--- config.mk ---
export PLATFORM = sky130hd
export DESIGN_NAME = lm_req_pipe_flat
export DESIGN_NICKNAME = d
export VERILOG_FILES = /design/src/hw/lm_pkg.sv /design/src/hw/lm_sb_if.sv /design/src/hw/lm_req_pipe.sv /design/src/flat_wrapper.sv
export SDC_FILE = /design/constraint.sdc
export NUM_CORES = 1
export LEC_CHECK = 0
export ABC_AREA = 1
export BUFFER_PORTS_ARGS = -buffer_cell sky130_fd_sc_hd__buf_2
export CAP_MARGIN = 40
export CELL_PAD_IN_SITES_DETAIL_PLACEMENT = 1
export CELL_PAD_IN_SITES_GLOBAL_PLACEMENT = 2
export CORE_UTILIZATION = 32
export DETAILED_ROUTE_END_ITERATION = 10
export GPL_ROUTABILITY_DRIVEN = 0
export HOLD_SLACK_MARGIN = 0.06
export PLACE_DENSITY = 0.85
export RECOVER_POWER = 25
export SLEW_MARGIN = 20
export SYNTH_ARGS = -nofsm -noshare
export SYNTH_HDL_FRONTEND = slang
export SYNTH_SLANG_ARGS = --single-unit
--- constraint.sdc ---
create_clock -name lm_clk -period 11.5 [get_ports lm_clk]
set_input_delay 2.3 -clock lm_clk [delete_from_list [all_inputs] [get_ports lm_clk]]
set_output_delay 2.3 -clock lm_clk [all_outputs]
set_load 0.01 [all_outputs]
--- src/hw/lm_pkg.sv ---
// Local memory controller shared widths and byte merge helper
`default_nettype none

package lm_pkg;

    // Data word and its byte lanes
    localparam int lm_dw = 64;
    localparam int lm_bw = lm_dw / 8;

    // Word address and request tag
    localparam int lm_aw = 8;
    localparam int lm_uw = 4;

    // Overlay the masked bytes of upd onto base
    function automatic logic [lm_dw-1:0] lm_merge(
        input logic [lm_dw-1:0] base,
        input logic [lm_dw-1:0] upd,
        input logic [lm_bw-1:0] mask
    );
        logic [lm_dw-1:0] res;
        res = base;
        for (int b = 0; b < lm_bw; b++) begin
            if (mask[b]) begin
                res[b*8 +: 8] = upd[b*8 +: 8];
            end
        end
        return res;
    endfunction

endpackage

`default_nettype wire

--- src/hw/lm_sb_if.sv ---
// Lookup and enqueue channel between the request pipeline and the store buffer
`timescale 1ns/10ps
`default_nettype none

interface lm_sb_if;
    import lm_pkg::*;

    // Address compare answered combinationally
    logic [lm_aw-1:0] cmp_addr;
    logic             hit;
    logic [lm_dw-1:0] hit_data;
    logic [lm_bw-1:0] hit_mask;

    // Single-cycle enqueue strobe
    logic             enq_valid;
    logic [lm_aw-1:0] enq_addr;
    logic [lm_dw-1:0] enq_data;
    logic [lm_bw-1:0] enq_mask;

    // Occupancy levels
    logic             full;
    logic             empty;

    modport pipe (
        output cmp_addr,
        output enq_valid,
        output enq_addr,
        output enq_data,
        output enq_mask,
        input  hit,
        input  hit_data,
        input  hit_mask,
        input  full,
        input  empty
    );

    modport sb (
        input  cmp_addr,
        input  enq_valid,
        input  enq_addr,
        input  enq_data,
        input  enq_mask,
        output hit,
        output hit_data,
        output hit_mask,
        output full,
        output empty
    );

endinterface

`default_nettype wire

--- src/hw/lm_req_pipe.sv ---
// Two-stage load/store request pipeline with write-data capture and read merge
`timescale 1ns/10ps
`default_nettype none

module lm_req_pipe (
    input  logic                     lm_clk,
    input  logic                     lm_reset_n,
    input  logic                     a_valid,
    input  logic                     a_write,
    input  logic [lm_pkg::lm_aw-1:0] a_addr,
    input  logic [lm_pkg::lm_uw-1:0] a_user,
    output logic                     a_ready,
    input  logic                     w_valid,
    input  logic [lm_pkg::lm_dw-1:0] w_data,
    input  logic [lm_pkg::lm_bw-1:0] w_mask,
    output logic                     w_ready,
    output logic                     d_valid,
    output logic [lm_pkg::lm_dw-1:0] d_data,
    output logic [lm_pkg::lm_uw-1:0] d_user,
    output logic                     rd_req,
    output logic [lm_pkg::lm_aw-1:0] rd_addr,
    input  logic [lm_pkg::lm_dw-1:0] ram_rdata,
    output logic                     lm_standby_ready,
    lm_sb_if.pipe                    sb
);
    import lm_pkg::*;

    logic             stall;
    logic             accept;
    logic             s1_adv;

    // Stage 1
    logic             s1_valid;
    logic             s1_first;
    logic             s1_write;
    logic [lm_aw-1:0] s1_addr;
    logic [lm_uw-1:0] s1_user;
    logic [lm_dw-1:0] s1_data;
    logic [lm_dw-1:0] s1_base;
    logic [lm_bw-1:0] s1_hit_mask;

    // Stage 2
    logic             s2_valid;
    logic             s2_write;
    logic [lm_aw-1:0] s2_addr;
    logic [lm_uw-1:0] s2_user;
    logic [lm_dw-1:0] s2_rdata;
    logic [lm_dw-1:0] s2_hit_data;
    logic [lm_bw-1:0] s2_hit_mask;

    // Only a write waiting for its data holds the pipe
    assign stall   = s2_valid & s2_write & ~w_valid;
    assign a_ready = ~stall & ~sb.full;
    assign accept  = a_valid & a_ready;
    assign s1_adv  = s1_valid & ~stall;

    assign rd_req  = accept & ~a_write;
    assign rd_addr = a_addr;

    // RAM word is live only in the first stage-1 cycle
    assign s1_base     = s1_first ? ram_rdata : s1_data;
    assign s1_hit_mask = sb.hit ? sb.hit_mask : '0;
    assign sb.cmp_addr = s1_addr;

    always_ff @(posedge lm_clk or negedge lm_reset_n) begin
        if (!lm_reset_n) begin
            s1_valid <= 1'b0;
            s2_valid <= 1'b0;
            s1_first <= 1'b0;
        end else if (!stall) begin
            s1_valid <= accept;
            s2_valid <= s1_valid;
            s1_first <= accept;
        end else begin
            s1_first <= 1'b0;
        end
    end

    always_ff @(posedge lm_clk) begin
        if (accept) begin
            s1_write <= a_write;
            s1_addr  <= a_addr;
            s1_user  <= a_user;
        end
        // Fold in buffer bytes that may drain while stalled
        if (stall && s1_valid) begin
            s1_data <= lm_merge(s1_base, sb.hit_data, s1_hit_mask);
        end
        if (s1_adv) begin
            s2_write    <= s1_write;
            s2_addr     <= s1_addr;
            s2_user     <= s1_user;
            s2_rdata    <= s1_base;
            s2_hit_data <= sb.hit_data;
            s2_hit_mask <= s1_hit_mask;
        end
    end

    // Write data is taken straight into the store buffer
    assign w_ready      = s2_valid & s2_write;
    assign sb.enq_valid = w_ready & w_valid;
    assign sb.enq_addr  = s2_addr;
    assign sb.enq_data  = w_data;
    assign sb.enq_mask  = w_mask;

    assign d_valid = s2_valid & ~stall;
    assign d_user  = s2_user;
    assign d_data  = lm_merge(s2_rdata, s2_hit_data, s2_hit_mask);

    assign lm_standby_ready = ~s1_valid & ~s2_valid & sb.empty;

endmodule

`default_nettype wire

--- src/flat_wrapper.sv ---
// flat-port wrapper written by rule: the top's interface ports become plain ports
module lm_req_pipe_flat import lm_pkg::*;
  (lm_clk, lm_reset_n, a_valid, a_write, a_addr, a_user, a_ready, w_valid, w_data, w_mask, w_ready, d_valid, d_data, d_user, rd_req, rd_addr, ram_rdata, lm_standby_ready, sb_cmp_addr, sb_enq_valid, sb_enq_addr, sb_enq_data, sb_enq_mask, sb_hit, sb_hit_data, sb_hit_mask, sb_full, sb_empty);
  lm_sb_if sb_i ();
  input  logic lm_clk;
  input  logic lm_reset_n;
  input  logic a_valid;
  input  logic a_write;
  input  logic [lm_pkg::lm_aw-1:0] a_addr;
  input  logic [lm_pkg::lm_uw-1:0] a_user;
  output logic a_ready;
  input  logic w_valid;
  input  logic [lm_pkg::lm_dw-1:0] w_data;
  input  logic [lm_pkg::lm_bw-1:0] w_mask;
  output logic w_ready;
  output logic d_valid;
  output logic [lm_pkg::lm_dw-1:0] d_data;
  output logic [lm_pkg::lm_uw-1:0] d_user;
  output logic rd_req;
  output logic [lm_pkg::lm_aw-1:0] rd_addr;
  input  logic [lm_pkg::lm_dw-1:0] ram_rdata;
  output logic lm_standby_ready;
  output wire logic [$bits(sb_i.cmp_addr)-1:0] sb_cmp_addr;
  output wire logic [$bits(sb_i.enq_valid)-1:0] sb_enq_valid;
  output wire logic [$bits(sb_i.enq_addr)-1:0] sb_enq_addr;
  output wire logic [$bits(sb_i.enq_data)-1:0] sb_enq_data;
  output wire logic [$bits(sb_i.enq_mask)-1:0] sb_enq_mask;
  input wire logic [$bits(sb_i.hit)-1:0] sb_hit;
  input wire logic [$bits(sb_i.hit_data)-1:0] sb_hit_data;
  input wire logic [$bits(sb_i.hit_mask)-1:0] sb_hit_mask;
  input wire logic [$bits(sb_i.full)-1:0] sb_full;
  input wire logic [$bits(sb_i.empty)-1:0] sb_empty;
  assign sb_cmp_addr = sb_i.cmp_addr;
  assign sb_enq_valid = sb_i.enq_valid;
  assign sb_enq_addr = sb_i.enq_addr;
  assign sb_enq_data = sb_i.enq_data;
  assign sb_enq_mask = sb_i.enq_mask;
  assign sb_i.hit = sb_hit;
  assign sb_i.hit_data = sb_hit_data;
  assign sb_i.hit_mask = sb_hit_mask;
  assign sb_i.full = sb_full;
  assign sb_i.empty = sb_empty;
  lm_req_pipe u_core (.lm_clk(lm_clk), .lm_reset_n(lm_reset_n), .a_valid(a_valid), .a_write(a_write), .a_addr(a_addr), .a_user(a_user), .a_ready(a_ready), .w_valid(w_valid), .w_data(w_data), .w_mask(w_mask), .w_ready(w_ready), .d_valid(d_valid), .d_data(d_data), .d_user(d_user), .rd_req(rd_req), .rd_addr(rd_addr), .ram_rdata(ram_rdata), .lm_standby_ready(lm_standby_ready), .sb(sb_i));
endmodule
# Word level (Yosys, flattened, before mapping)
# Index checks and enable logic that the tools add are counted.
# totals
input_bits	228
regBits	229
output_inout_bits	170
word_cells	49
# op_classes
reduce_logical	1
n_mux	19
n_bitwise	16
# ops
operator	count
two-way mux 8 bit	17
two-way mux 64 bit	1
AND 1 bit	10
inverter 1 bit	6
logical AND 1 bit	1
two-way mux 1 bit	1

# Depth between registers and ports, before layout
# logic_depth
word_depth	6
mapped_depth	7
ltp_nobuf	5

# Worst setup path after synthesis
# No wires, ideal clock.
# synth_timing
kind	input-to-reg
start	input port w_valid
end	register u_core.s2_user[0], in the netlist u_core.d_user[0], enable pin
path_stages	4
slack_ns	2.148
n_path_buf	0
setup_ns	0.659
t_required_ns	10.841
t_arrival_ns	8.693
path_cell_list	inv_1 nand3_1 inv_1 nor2_1
# synth_between
elab_chain_cells	4
# synth_rtl
item	line	text
start: declaration	flat_wrapper.sv:12	input logic w_valid;
inverter 1 bit	lm_req_pipe.sv:52	assign stall = s2_valid & s2_write & ~w_valid;
AND 1 bit	lm_req_pipe.sv:52	
inverter 1 bit	lm_req_pipe.sv:55	assign s1_adv = s1_valid & ~stall;
AND 1 bit	lm_req_pipe.sv:55	
via u_core.s1_adv	lm_req_pipe.sv:30	logic s1_adv;
end signal: assignment	lm_req_pipe.sv:92	s2_user <= s1_user;
end: declaration	lm_req_pipe.sv:46	logic [lm_uw-1:0] s2_user;
# The timed path passes the listed nets, and every way through them passes these cells.
# A chain may end at the register's enable or synchronous reset.

# Worst setup path after layout
# layout_timing
start	input port w_valid
end	output port a_ready
# layout_between
elab_chain_cells	4
# layout_rtl
item	line	text
inverter 1 bit	lm_req_pipe.sv:52	
AND 1 bit	lm_req_pipe.sv:52	
inverter 1 bit	lm_req_pipe.sv:53	assign a_ready = ~stall & ~sb.full;
AND 1 bit	lm_req_pipe.sv:53	
end: declaration	flat_wrapper.sv:11	output logic a_ready;
# Every way passes these cells.

==> results.toml <==
[pwr]
pwr-share-clk_pct = 39.3
p_sw_share_pct = 22.9
p_sw_w = 0.000425
ir_drop_mv = 0.117
total_leakage_power_nw = 5.13
pwr-share-comb_pct = 8.1
seq_power_share_pct = 52.6
power_density_nw_per_um2 = 156
intPower_w = 0.00143

[floorplan]
placementRows = 64
ios = 398
die_h_um = 180
die_area_um2 = 32400
core_area_um2 = 30900
start_util_pct = 32.8
fp.dieW_um = 180

[drt]
wirelength_um = 25000
dr.first_iter.drc_count = 246
drt-pass1-iter-count = 4
vias_per_cell = 4.48
avgRoutedWirePerCell_um = 16.2
vias = 6899
drc = 0
final_antenna_net_count = 0

[final_layout]
design_area_um2 = 11900
drive_gt1_share_pct = 21.3
final_cell_mix = "325 x nand2_1, 226 x edfxtp_1, 197 x buf_2"
final_util_pct = 38.4
final_nets = 1358
final_common_cell = "nand2_1"
final_cells = 1541
synthToLayoutAreaGrowth_pct = 17.1

[logic_synthesis]
async_flop_share_pct = 1.31
synth-seq-cells = 229
synth-main-ff-cell = "edfxtp_1"
netlist.area_leader.share_pct = 66.9
yosysSeqAreaShare_pct = 67.6
avgSynthCellArea_um2 = 10.7
yosysTopAreaCell = "edfxtp_1"
ys_types = 15
syn_area_um2 = 10100
synthTopCellsByArea = "edfxtp_1 67%, nand2_1 12%, buf_4 6.1%, inv_1 5.1%, o21ai_0 4.6%"
synth_nets = 1174
synth_cells = 946
synth_warnings = 0
synth_edf_count = 226

[timing]
tightest_slew_ns = 0.691
rsz0062_at_grt = "false"
fin_worst_hold_slack_ns = 0.420
hold_viol_final = 0
timing.final.max_slew_violations = 0
fin_worst_skew_ns = 0.0249
min_period_ns = 5.25
fin_setup_tns_ns = 0
worst_slew_margin_rel_pct = 54.0
period_share_pct = 45.7
timing.fmax_mhz = 190
finalSetupViolCount = 0

[run]
max-cap-violations = 0

[grt]
grtUsageTotal_pct = 15.2
grt-ovfl-total = 0
grt_antenna_before_repair = 2
grt_pass1_vias = 7272
grt_pass1_wl_um = 38900
grt_start_max_net_pins = 57

[placement]
hpwl_um = 17600
dp_cells = 1499
postPlaceCellArea_um2 = 11300
port_buffers = 253

[critical_path]
crit_fanout = 4
start_kind = "primary input"
worstPathArrival_ns = 2.95
rrSetupSlack_ns = 9.18
worstReg2RegEnd = "u_core.s1_data[39]"
path_class = "in2out"
end_kind = "output pin"
r2r_cells = 5
crit_required_ns = 9.20
reg2reg_from = "u_core.s2_valid"

[clocking]
path_clk_slew_ns = 0.06
h-tree-depth = 1
ctsHoldBuffers = 0
clock-sinks = 229
post_cts_buffers = 0
cts_buffers = 25
worstSkewPairLatency_ns = 0.53
cts-root-buf = "clkbuf_16"
cts_resized = 0
cts_buffer_depth = 3
cts_tree = "yes"

[worst_hold_path]
hold_path.class = "reg2reg"
min-delay-start = "u_core.s1_user[2]"
whs_path_depth = 0
holdPathEnd = "u_core.d_user[2]"

[outcome]
outcome = "complete, no violations"
[flip-flops by register name, indices dropped and copies added, names as in the netlist]
register and flops:
u_core.s2_write 1, u_core.s2_valid 1, u_core.s1_valid 1, u_core.s2_rdata 64
u_core.s1_first 1, u_core.s1_data 64, u_core.s2_hit_data 64, u_core.s1_user 4
u_core.sb.enq_addr 8, u_core.sb.cmp_addr 8, u_core.d_user 4, u_core.s1_write 1
u_core.s2_hit_mask 8
[worst max-delay path, cell delays in order]
cell and delay [ns]:
buf_2 0.09, inv_1 0.06, nand3_1 0.11, inv_1 0.18, nor2_1 0.07, buf_2 0.14
[metrics by stage]
stage / power (W) / worst slack, ns
after floorplan: 0.00110 / 2.15
after global placement: 0.00115 / 6.27
after detailed placement: 0.00116 / 6.24
after CTS: 0.00189 / 6.24
after global routing: 0.00193 / 6.19
final: 0.00186 / 6.25
[area by class of cell]
type,count,area (µm²)
fillers,3492,19000
flip-flops and latches,229,6870
multi-input cells,469,1950
repair buffers,260,1300
clock buffers,33,656
inverters,145,546
well taps,396,495
clock inverters,7,61.3
diodes,2,5.00
[metal layers]
metal / vias up / track usage (%) / share of wire (%)
met3: 72 / 4.49 / 8.0
met2: 228 / 27.9 / 50
met4: 0 / 6.02 / 3.9
li1: 3346 / - / -
met1: 3253 / 16.4 / 38
met5: - / 0 / 0
[worst max path at each step]
stage / startpoint / endpoint / slack (ns) / cells after the start
floorplan: w_valid / u_core.d_user[0] / 2.15 / 4
detailed placement: w_valid / a_ready / 6.24 / 6
CTS: w_valid / a_ready / 6.24 / 6
global placement: w_valid / a_ready / 6.27 / 6
global route: w_valid / rd_req / 6.19 / 6
finish: w_valid / a_ready / 6.25 / 6
[kinds of logic (layout without fill, tap and decap cells)]
group	count (synthesis)	after routing	share of synthesized area (%)
buffers and inverters	248	445	12.5
other	0	2	0
AOI/OAI and AO/OA	128	128	7.05
and+or+nand+nor	341	341	12.8
DFF	229	229	67.6
[power groups by stage]
stage | sequential, W | clock [W] | combinational [W]
5_1_grt | 0.000980 | 0.000782 | 0.000170
3_3_place_gp | 0.000994 | 0 | 0.000151
2_1_floorplan | 0.000993 | 0 | 0.000109
4_1_cts | 0.000978 | 0.000755 | 0.000161
6_report | 0.000977 | 0.000731 | 0.000150
3_5_place_dp | 0.000995 | 0 | 0.000160
[cells in the mapped netlist, types with 3 or more instances]
cell type,n
buf_2,9
buf_4,83
clkbuf_1,9
clkinv_1,8
dfrtp_1,3
edfxtp_1,226
inv_1,137
nand2_1,325
nand2_2,8
nor2_1,6
o21ai_0,94
o21ai_1,14
o21ai_2,20
Power figures use the tool's default switching activity.
