`src/hw/lm_pkg.sv`:
```
// Local memory controller shared widths and byte merge helper
`default_nettype none

package lm_pkg;

    // Data word and its byte lanes
    localparam int lm_dw = 64;
    localparam int lm_bw = lm_dw / 8;

    // Word address and request tag
    localparam int lm_aw = 8;
    localparam int lm_uw = 4;

    // Overlay the masked bytes of upd onto base
    function automatic logic [lm_dw-1:0] lm_merge(
        input logic [lm_dw-1:0] base,
        input logic [lm_dw-1:0] upd,
        input logic [lm_bw-1:0] mask
    );
        logic [lm_dw-1:0] res;
        res = base;
        for (int b = 0; b < lm_bw; b++) begin
            if (mask[b]) begin
                res[b*8 +: 8] = upd[b*8 +: 8];
            end
        end
        return res;
    endfunction

endpackage

`default_nettype wire

```
`src/hw/lm_drn_if.sv`:
```
// Drain channel from the store buffer to the RAM port arbiter
`timescale 1ns/10ps
`default_nettype none

interface lm_drn_if;
    import lm_pkg::*;

    // Oldest entry offered for write-back
    logic             drn_valid;
    logic [lm_aw-1:0] drn_addr;
    logic [lm_dw-1:0] drn_data;
    logic [lm_bw-1:0] drn_mask;
    logic             drn_ready;

    modport sb (
        output drn_valid,
        output drn_addr,
        output drn_data,
        output drn_mask,
        input  drn_ready
    );

    modport port (
        input  drn_valid,
        input  drn_addr,
        input  drn_data,
        input  drn_mask,
        output drn_ready
    );

endinterface

`default_nettype wire

```
`src/hw/lm_ram_port.sv`:
```
// Fixed-priority arbiter between reads and store-buffer drains on the RAM port
`timescale 1ns/10ps
`default_nettype none

module lm_ram_port (
    input  logic                     rd_req,
    input  logic [lm_pkg::lm_aw-1:0] rd_addr,
    lm_drn_if.port                   drn,
    output logic                     ram_cs,
    output logic                     ram_we,
    output logic [lm_pkg::lm_aw-1:0] ram_addr,
    output logic [lm_pkg::lm_bw-1:0] ram_byte_we,
    output logic [lm_pkg::lm_dw-1:0] ram_wdata
);

    logic grant_rd;
    logic grant_drn;

    // Reads always win and drains take the idle cycles
    assign grant_rd  = rd_req;
    assign grant_drn = drn.drn_valid & ~rd_req;

    assign drn.drn_ready = ~grant_rd;

    assign ram_cs      = grant_rd | grant_drn;
    assign ram_we      = grant_drn;
    assign ram_addr    = grant_rd ? rd_addr : drn.drn_addr;
    assign ram_byte_we = grant_drn ? drn.drn_mask : '0;
    assign ram_wdata   = drn.drn_data;

endmodule

`default_nettype wire

```
`src/flat_wrapper.sv`:
```
// flat-port wrapper written by rule: the top's interface ports become plain ports
module lm_ram_port_flat 
  (rd_req, rd_addr, ram_cs, ram_we, ram_addr, ram_byte_we, ram_wdata, drn_drn_valid, drn_drn_addr, drn_drn_data, drn_drn_mask, drn_drn_ready);
  lm_drn_if drn_i ();
  input  logic rd_req;
  input  logic [lm_pkg::lm_aw-1:0] rd_addr;
  output logic ram_cs;
  output logic ram_we;
  output logic [lm_pkg::lm_aw-1:0] ram_addr;
  output logic [lm_pkg::lm_bw-1:0] ram_byte_we;
  output logic [lm_pkg::lm_dw-1:0] ram_wdata;
  input wire logic [$bits(drn_i.drn_valid)-1:0] drn_drn_valid;
  input wire logic [$bits(drn_i.drn_addr)-1:0] drn_drn_addr;
  input wire logic [$bits(drn_i.drn_data)-1:0] drn_drn_data;
  input wire logic [$bits(drn_i.drn_mask)-1:0] drn_drn_mask;
  output wire logic [$bits(drn_i.drn_ready)-1:0] drn_drn_ready;
  assign drn_i.drn_valid = drn_drn_valid;
  assign drn_i.drn_addr = drn_drn_addr;
  assign drn_i.drn_data = drn_drn_data;
  assign drn_i.drn_mask = drn_drn_mask;
  assign drn_drn_ready = drn_i.drn_ready;
  lm_ram_port u_core (.rd_req(rd_req), .rd_addr(rd_addr), .drn(drn_i), .ram_cs(ram_cs), .ram_we(ram_we), .ram_addr(ram_addr), .ram_byte_we(ram_byte_we), .ram_wdata(ram_wdata));
endmodule
```
`config.mk`:
```
export PLATFORM = sky130hd
export DESIGN_NAME = lm_ram_port_flat
export DESIGN_NICKNAME = d
export VERILOG_FILES = /design/src/hw/lm_pkg.sv /design/src/hw/lm_drn_if.sv /design/src/hw/lm_ram_port.sv /design/src/flat_wrapper.sv
export SDC_FILE = /design/constraint.sdc
export NUM_CORES = 1
export LEC_CHECK = 0
export ABC_CLOCK_PERIOD_IN_PS = 870
export BUFFER_PORTS_ARGS = -buffer_cell sky130_fd_sc_hd__buf_2
export CAP_MARGIN = 20
export CORE_AREA = 2 2 67 69
export DETAILED_ROUTE_END_ITERATION = 10
export DIE_AREA = 0 0 69 71
export PLACE_DENSITY = 0.7
export RECOVER_POWER = 100
export SYNTH_ARGS = -nofsm -noshare
export SYNTH_HDL_FRONTEND = slang
export SYNTH_SLANG_ARGS = --single-unit
```
`constraint.sdc`:
```
create_clock -name vclk -period 0.87
set_input_delay 0.087 -clock vclk [all_inputs]
set_output_delay 0.087 -clock vclk [all_outputs]
set_load 0.05 [all_outputs]
```
* Word level (Yosys, flattened, before mapping)
Index checks and enable logic that the tools add are counted.
** Cells by class
- Bitwise logic cells :: 3
- Muxes and demuxes :: 2
** Operators with widths (number)
- $mux 8 :: 2
- $and 1x1->1 :: 1
- $not 1->1 :: 1
- $or 1x1->1 :: 1
** Word-level totals
- Output and inout bits :: 83
- Word-level logic and storage cells :: 5
- Flip-flop bits (word level) :: 0
- Input port bits :: 90

* Depth between registers and ports, before layout
Gate-level depths: netlist of run 1.
- Depth after elaboration :: 3
- Mapped depth :: 3
- Mapped depth without buffers :: 1

* Worst setup path after synthesis of run 1
OpenSTA, ideal clock, no wires.
- Path kind :: input to output
- From :: in rd_req
- To :: out ram_we
- Stages on the path :: 3
- Arrival :: 1.023 ns
- Required time :: 0.783 ns
- Path buffers :: 2
- Setup slack :: -0.240 ns
- Path through :: buf_6 buf_6 nor2b_1
** Between the ends
- Word-level cells in the longest chain between the ends :: 2
** RTL lines
- start: declaration :: line flat_wrapper.sv:5 : input logic rd_req;
- $not 1->1 :: line lm_ram_port.sv:21 : assign grant_drn = drn.drn_valid & ~rd_req;
- $and 1x1->1 :: line lm_ram_port.sv:21
- end: declaration :: line flat_wrapper.sv:8 : output logic ram_we;
No other way between the ends.

* Final worst setup path of run 1
- From :: in rd_req
- To :: out ram_byte_we[6] in the netlist's numbering
** Between the ends
- Word-level cells in the longest chain between the ends :: 3
** RTL lines
- $not 1->1 :: line lm_ram_port.sv:21
- $and 1x1->1 :: line lm_ram_port.sv:21
- $mux 8 :: line lm_ram_port.sv:28 : assign ram_byte_we = grant_drn ? drn.drn_mask : '0;
- end: declaration :: line flat_wrapper.sv:10 : output logic [lm_pkg::lm_bw-1:0] ram_byte_we;
No other way between the ends.

==> results.md, run 1 <==
- CP Max Fanout: 11
- Worst VDD drop: 0.000221 V
- Power Total: around 0.4 mW
- Largest net degree at the start of global routing: 12
- Global-route wire length before repair: roughly 2.0 mm
- Die area: between 4000 and 5000 um2
- Lkg Pwr: approximately 0.31 nW
- Pre-Repair DR Iteration Count: 2
- Share of the synthesized area in the top cell type: 70.7%
- Final-stage net count: 157
- Initial antenna violation count: 0
- Synth area leader: buf_4
- Grt met3 use: under 10%
- Max-cap violation count: 0
- Min cycle time layout: ~0.84 ns
- Post-placement cell area: 498 um2
- Register area: 0 um2
- # rows: 24
- Initial DRC Count: 1
- P&R area growth vs syn: -17.1%
- GR peak layer: met2
- Hold Worst Slack: 0.174 ns
- Total grt overflow: 0
- Worst Tran Pin Value: 0.277 ns
- # setup viols final: 0
- Final hold vios: 0
- Fillers: 489
- Die height: 71 um
- Vias: roughly 400
- Syn Nets: 175
- All-Layer GR Usage: about 5.2%
- Via/cell ratio: around 3.4
- # DRC: 0
- Syn Inst Count: 85
- Sequential area share after synthesis: 0%
- Worst hold path class: input pin to output port
- Fmax: 1190 MHz
- Crit path kind: input pin to output port
- Cell Area, Synth: 679 um2
- Delay-heaviest family, CP: buffers and inverters
- Arr. time, crit path: 0.76 ns
- Crit path buf inv count: 3
- CP endpoint kind: output port
- Dpl hpwl: approximately 1.3 mm
- Setup_tns: 0 ns
- Fin util: between 10% and 20%
- Netlist cell types: 7
- Commonest cells after routing, fill and taps aside: 25 x buf_2, 11 x buf_4, 7 x mux2_2, 7 x and3b_2, 6 x buf_6
- Fin cells: roughly 120
- Synth area leaders: buf_4 71%, mux2_2 13%, and3b_1 10%, buf_6 3.3%, nor2b_1 0.92%
- Syn. warnings: 0
- PnR worst setup slack: 0.0276 ns
- Met1 Use GR: under 10%
- Mapped Avg Cell Area: ~8 um2
- Final ANT Viol Nets: 0
- Unrepaired setup endpoints after global routing: false
- Crit-path cells: buf_6 -> buf_12 -> and3b_2 -> buf_4
- Detailed-route wire length per cell: around 13 um
- Met2 usage: 8.65%
- Largest stage delay, worst path: around 0.22 ns
- Setup repair bufs after CTS: 0
- Pwr per Cell Area: 720 nW/um2
- Period Utilization, post-route: 96.8%
- Relative slew slack: around four fifths
- Vias in the first global route: ~370
- Max stage delay cell, worst path: and3b_2
- DRT Wirelength: 1.50 mm
- Placer Congestion: slightly above 0.5
- Initial cell density of the core: between 15 and 20%
- N_diodes: 0
- Max-slew violations: 0
- Status: finished clean
- Chip width: 69 um
- Fin area: between 500 and 600 um2
- Setup crit start kind: input pin
- Place WS: -0.140 ns
- Critical Path RT: 0.78 ns
- Hold_buf cts: 0
- Sequential cell count: 0
- Layout cell share with drive strength beyond 1: about 94%
- Commonest non-fill, non-tap cell in the layout: buf_2
- Cell total after placement: between 100 and 150
- CLK BUF: 0
- Io pins: between 150 and 200
- Port buffer count: 45
- Core ar.: around 4200 um2
-- report_power, final --
part | internal (mW) | total [mW] | switching (mW) | leakage, nW
combinational | 0.161 | 0.405 | 0.245 | 0.307
clock | 0 | 0 | 0 | 0
sequential | 0 | 0 | 0 | 0
-- path summary, 6_finish.rpt --
| kind | startpoint | end | slack, ns | cells past startpoint |
|---|---|---|---|---|
| worst max-delay path | rd_req | ram_byte_we[6] | 0.03 | 4 |
| worst min-delay path | drn_drn_data[10] | ram_wdata[10] | 0.17 | 0 |
-- Yosys cell counts --
cell type / instances
buf_6: 2
nor2b_1: 1
inv_1: 1
mux2_2: 8
buf_4: 64
or2_1: 1
and3b_1: 8
-- kinds of logic (layout without fill, tap and decap cells) --
| logic type | count (synthesis) | count (layout) | share of synthesized area (%) |
|---|---|---|---|
| AND/OR/NAND/NOR | 10 | 10 | 12.2 |
| buffers and inverters | 67 | 47 | 74.6 |
| multiplexers | 8 | 8 | 13.3 |
-- metal layers --
metal  up-vias  wire length [um]  part of all wire, %
li1        164                 -                    -
met1       161               378                   25
met5         -                 0                    0
met2        46               666                   44
met3        32               294                   20
met4         0               161                   11
-- what timing repair did --
item | CTS | global route
pin swaps | 0 | 0
endpoints found under the setup margin | 16 | 6
resized for setup | 17 | 7
-- layout make-up --
type	count	area (um2)	area share (%)
timing repair buffer	46	310	55.1
multi-input combinational	18	184	32.7
tap	52	65.1	11.6
inverter	1	3.75	0.667
Power figures use the tool's default switching activity.
==> run 2, diff against run 1 <==
ABC_AREA = 1   (was default)
PLACE_DENSITY = 0.69   (was 0.7)
==> run 2 against run 1 <==
  * Worst setup slack better by 0.023 ns
  * Die area stayed put
  * Critical path depth is 2 higher
  * Non-clock buffer count is 1 higher
  * Via count is 15% higher
  * First-iteration DRC count grew to 9.0 times the previous value
  * Largest power group unchanged
==> results.md, run 2 <==
- Relative slew slack: 79.9% (-1.7 points)
- Syn. warnings: 0 (unchanged)
- Setup repair bufs after CTS: 0 (unchanged)
- Synth top cells by count: 64 x buf_4, 24 x nand2_1, 9 x inv_1
- Crit path kind: input pin to output port
- Netlist cell types: 8 (+1)
- Lkg Pwr: 0.367 nW (+20%)
- Cell Area, Synth: 674 um2 (-0.74%)
- Pwr per Cell Area: 722 nW/um2 (+0.26%)
- Status: finished clean
- Worst Hold Launch: drn_drn_data[11]
- Critical Path RT: 0.78 ns (about the same)
- Min cycle time layout: 0.820 ns (-0.0226 ns)
- Unrepaired setup endpoints after global routing: false
- Crit path top cell by count: nand2_1
- Hold_buf cts: 0 (unchanged)
- Worst Tran Pin Value: 0.303 ns (+0.0253 ns)
- Initial DRC Count: 9 (+8)
- Max-cap violation count: 0 (unchanged)
- Largest family of logic cells by synthesized area: buffers and inverters
- Hold Worst Slack: 0.174 ns (unchanged)
- Synth area leaders: buf_4 71%, nand2_1 13%, inv_1 5.0%, nor2_1 4.5%, buf_6 1.7%
- Register area: 0 um2 (unchanged)
- Final ANT Viol Nets: 0 (unchanged)
- Crit-path cells: buf_4 -> inv_8 -> buf_12 -> nand2_1 -> nand2_1 -> clkbuf_4
- Fin util: 13.9% (+0.51 points)
- Commonest non-fill, non-tap cell in the layout: buf_2
- # DRC: 0 (unchanged)
- Largest net degree at the start of global routing: 11 (-1)
- Mapped Avg Cell Area: 6.19 um2 (-23%)
- Share of the synthesized area in the top cell type: 71.2% (+0.52 points)
- DRT Wirelength: 1.64 mm (+9.3%)
- Layout cell share with drive strength beyond 1: 62.6% (-31 points)
- Adder-Cell Fraction of Synth Area: 0% (unchanged)
- Dpl hpwl: 1.48 mm (+12%)
- CP endpoint kind: output port
- Chip width: 69 um (unchanged)
- Port buffer count: 45 (unchanged)
- Vias in the first global route: 478 (+30%)
- Die height: 71 um (unchanged)
- Setup crit start: rd_req
- Global-route wire length before repair: 2.48 mm (+22%)
- All-Layer GR Usage: 6.21% (+1.0 points)
- CP Max Fanout: 10 (-1)
- Count leader, synth: buf_4
- Sequential cell count: 0 (unchanged)
- Setup crit start kind: input pin
- Fillers: 501 (+2.5%)
- Commonest cells after routing, fill and taps aside: 25 x buf_2, 24 x nand2_1, 10 x buf_4
- Io pins: 173 (unchanged)
- Syn Inst Count: 109 (+28%)
- Die area: 4900 um2 (unchanged)
- Sequential area share after synthesis: 0% (unchanged)
- Initial cell density of the core: 16.0% (-0.12 points)
- # setup viols final: 0 (unchanged)
- Period Utilization, post-route: 94.2% (-2.6 points)
- Final hold vios: 0 (unchanged)
- P&R area growth vs syn: -13.4%
- Mux cell area share after synthesis: 0% (-13 points)
- Pre-Repair DR Iteration Count: 2 (unchanged)
- Worst VDD drop: 0.000107 V (-51%)
- Worst hold path class: input pin to output port
- Placer Congestion: 0.697 (+36%)
- Max-slew violations: 0 (unchanged)
- # rows: 24 (unchanged)
- Arr. time, crit path: 0.73 ns (-0.03 ns)
- N_diodes: 0 (unchanged)
- Max stage delay cell, worst path: clkbuf_4
- Syn Nets: 199 (+14%)
- Initial antenna violation count: 2 (+2)
- Via/cell ratio: 3.24 (-5.8%)
- Total grt overflow: 0 (unchanged)
- Xor/xnor share of the synthesized area: 0% (unchanged)
- Largest stage delay, worst path: 0.22 ns (about the same)
- Core ar.: 4200 um2 (unchanged)
- Synth area leader: buf_4
- Compound-Gate Fraction of Synth Area: 0% (unchanged)
- Fmax: 1220 MHz (+2.8%)
- Detailed-route wire length per cell: 11.5 um (-11%)
- Final-stage net count: 183 (+17%)
- Vias: 464 (+15%)
- Simple-gate share of the synthesized area: 20.4% (+8.3 points)
- CLK BUF: 0 (unchanged)
## run 2: cell count changes after synthesis, sizes merged
cell   change
nand2     +25
mux2       -8
nor2       +8
nor2b      -1
and3b      -8
buf        -1
inv        +9
## run 2: path summary, 6_finish.rpt
path	cells past startpoint	slack, ns	endpoint
setup / recovery	6	0.05	ram_addr[6]
hold / removal	0	0.17	ram_wdata[11]
## run 2: area by class of cell
class,count,area (um2),share of cell area (%)
tap,52,65.1,11.1
inverter,10,45.0,7.71
timing repair buffer,47,317,54.2
multi-input combinational,34,158,27.0
## run 2: what timing repair did
action,4_1_cts,5_1_grt
gates resized for setup,11,16
pin swaps,0,0
endpoints found under the setup margin,17,11
## run 2: cells by family (layout without fill, tap and decap cells)
kind of cell           Yosys count  in the layout
and+or+nand+nor                 34             34
buffers and inverters           75             57
## run 2: metal layers
metal  track usage (%)  part of all wire [%]
met4              3.92                   6.6
met2              10.9                    45
met1              4.87                    25
met5                 0                  0.85
met3              4.56                    22
## run 2: per-stage QoR
| stage | cells | cell area (um2) | power [mW] | TNS (ns) | worst slack, ns |
|---|---|---|---|---|---|
| after floorplan | 109 | 694 | 1.05 | -0.710 | -0.0888 |
| after detailed placement | 143 | 520 | 0.390 | -0.714 | -0.0596 |
| after global routing | 143 | 584 | 0.454 | 0 | 0.00258 |
| after global placement | 143 | 520 | 0.386 | -0.643 | -0.0603 |
| final | 143 | 584 | 0.422 | 0 | 0.0502 |
| after CTS | 143 | 549 | 0.405 | 0 | 0.00229 |
## run 2: critical path, delay by kind of cell
family	cells	cell delay, ns
buffers and inverters	4	0.55
AND/OR/NAND/NOR	2	0.09
## run 2: power breakdown
group          leakage (nW)  internal [mW]  switching, mW
clock network             0              0              0
logic                 0.367          0.146          0.276
registers                 0              0              0
total                 0.367          0.146          0.276
==> run 3, diff against run 2 <==
CELL_PAD_IN_SITES_DETAIL_PLACEMENT = 0   (was default)
CELL_PAD_IN_SITES_GLOBAL_PLACEMENT = 1   (was default)
CORE_AREA = default   (was 2 2 67 69)
CORE_ASPECT_RATIO = 0.9   (was default)
CORE_UTILIZATION = 11   (was default)
DIE_AREA = default   (was 0 0 69 71)
PLACE_DENSITY = default   (was 0.69)
PLACE_DENSITY_LB_ADDON = 0.1   (was default)
==> run 3 against run 2 <==
  * The run now ends with design-rule violations left
  * Worst setup slack got worse by 0.0055 ns
  * Largest cell class unchanged
  * Die area grew 32%
  * Maximum frequency down 0.67%
  * Flip-flop and latch count stayed put
  * Core utilization decreased by 4.1 points
  * Cell count rose by 11%
  * Design area decreased by 3.2%
==> results.md, run 3 (same netlist as run 2, synthesis figures left out) <==
- Arr. time, crit path: 0.74 ns (about the same)
- Failing checks: design-rule violations
- Initial antenna violation count: 0 (-2)
- Max-slew violations: 0 (unchanged)
- Setup repair bufs after CTS: 0 (unchanged)
- Sequential cell count: 0 (unchanged)
- Vias: 476 (+2.6%)
- Global-route wire length before repair: 2.42 mm (-2.8%)
- Unrepaired setup endpoints after global routing: false
- Core ar.: 5790 um2 (+38%)
- CLK BUF: 0 (unchanged)
- Pre-Repair DR Iteration Count: 9 (+7)
- GR peak layer: met2
- Area occupied by multi-input gates: 166 um2 (+5.6%)
- Commonest non-fill, non-tap cell in the layout: buf_2
- All-Layer GR Usage: 4.45% (-1.8 points)
- Layout cell share with drive strength beyond 1: 61.8% (-0.84 points)
- Register area: 0 um2 (unchanged)
- Commonest cells after routing, fill and taps aside: 31 x buf_2, 24 x nand2_1, 9 x inv_1
- DRT Wirelength: 1.67 mm (+1.8%)
- Port buffer count: 45 (unchanged)
- Largest net degree at the start of global routing: 11 (unchanged)
- Worst Tran Pin Value: 0.294 ns (-0.00850 ns)
- PnR worst setup slack: 0.0447 ns (-0.00553 ns)
- Place WS: -0.106 ns (-0.0468 ns)
- Dpl hpwl: 1.43 mm (-3.6%)
- Die height: 76.3 um (+7.4%)
- Final ANT Viol Nets: 0 (unchanged)
- # DRC: 10 (+10)
- P&R area growth vs syn: -16.1%
- Via/cell ratio: 2.99 (-7.7%)
- Met1 Use GR: 4.03% (-0.85 points)
- Vias in the first global route: 491 (+2.7%)
- Detailed-route wire length per cell: 10.5 um (-8.4%)
- Pwr per Cell Area: 712 nW/um2 (-1.4%)
- Io pins: 173 (unchanged)
- Fin area: 566 um2 (-3.2%)
- Chip width: 84.5 um (+23%)
- Initial DRC Count: 20 (+11)
- Worst hold path class: input pin to output port
- Hold Worst Slack: 0.174 ns (-0.00000300 ns)
- Period Utilization, post-route: 94.9% (+0.64 points)
- CP endpoint kind: output port
- Fillers: 706 (+41%)
- # setup viols final: 0 (unchanged)
- Final-stage net count: 181 (-1.1%)
- Relative slew slack: 80.5% (+0.56 points)
- Min cycle time layout: 0.825 ns (+0.00553 ns)
- Met2 usage: 8.05% (-2.8 points)
- CP Max Fanout: 10 (unchanged)
- Power Total: 0.403 mW (-4.5%)
- Die area: 6450 um2 (+32%)
- Max-cap violation count: 0 (unchanged)
- Initial cell density of the core: 11.6% (-4.4 points)
- Status: finished with violations
- Worst VDD drop: 0.000114 V (+6.0%)
- Setup_tns: 0 ns (unchanged)
- N_diodes: 0 (unchanged)
- Lkg Pwr: 0.344 nW (-6.3%)
- Post-placement cell area: 515 um2 (-0.96%)
- Setup crit start kind: input pin
- Crit path kind: input pin to output port
- Hold_buf cts: 0 (unchanged)
- Final hold vios: 0 (unchanged)
- Grt met3 use: 1.63% (-2.9 points)
- Placer Congestion: 0.680 (-2.4%)
- Fmax: 1210 MHz (-0.67%)
- Total grt overflow: 0 (unchanged)
- # rows: 26 (+8.3%)
- Critical Path RT: 0.78 ns (about the same)
## run 3: where the power goes
part	leakage (nW)	total (mW)	internal (mW)	switching [mW]
clock	0	0	0	0
combinational	0.344	0.403	0.120	0.282
sequential	0	0	0	0
## run 3: stage by stage
step	utilization, %	instances
finish	9.77	159
global route	9.77	159
CTS	9.33	159
detailed placement	8.90	159
global placement	8.90	159
floorplan	-	109
## run 3: critical path: stages
cell and delay, ns:
buf_4 0.16, inv_8 0.10, nand2_8 0.09, nor2_2 0.09, buf_4 0.20
## run 3: path summary, 6_finish.rpt
path / cells past startpoint / startpoint / to
setup / recovery: 5 / rd_req / ram_byte_we[0]
hold / removal: 0 / drn_drn_data[14] / ram_wdata[14]
## run 3: final cells by class
type / instances / area share, %
inverters: 10 / 7.96
multi-input cells: 34 / 29.4
well taps: 70 / 15.5
repair buffers: 45 / 47.1
## run 3: what timing repair did
item | CTS | global route
pin swaps | 0 | 0
endpoints found under the setup margin | 13 | 8
resized for setup | 10 | 6
## run 3: per-layer routing
layer	up-vias	wire, um
li1	214	-
met1	197	531
met2	41	805
met3	24	249
met4	0	84
met5	-	0
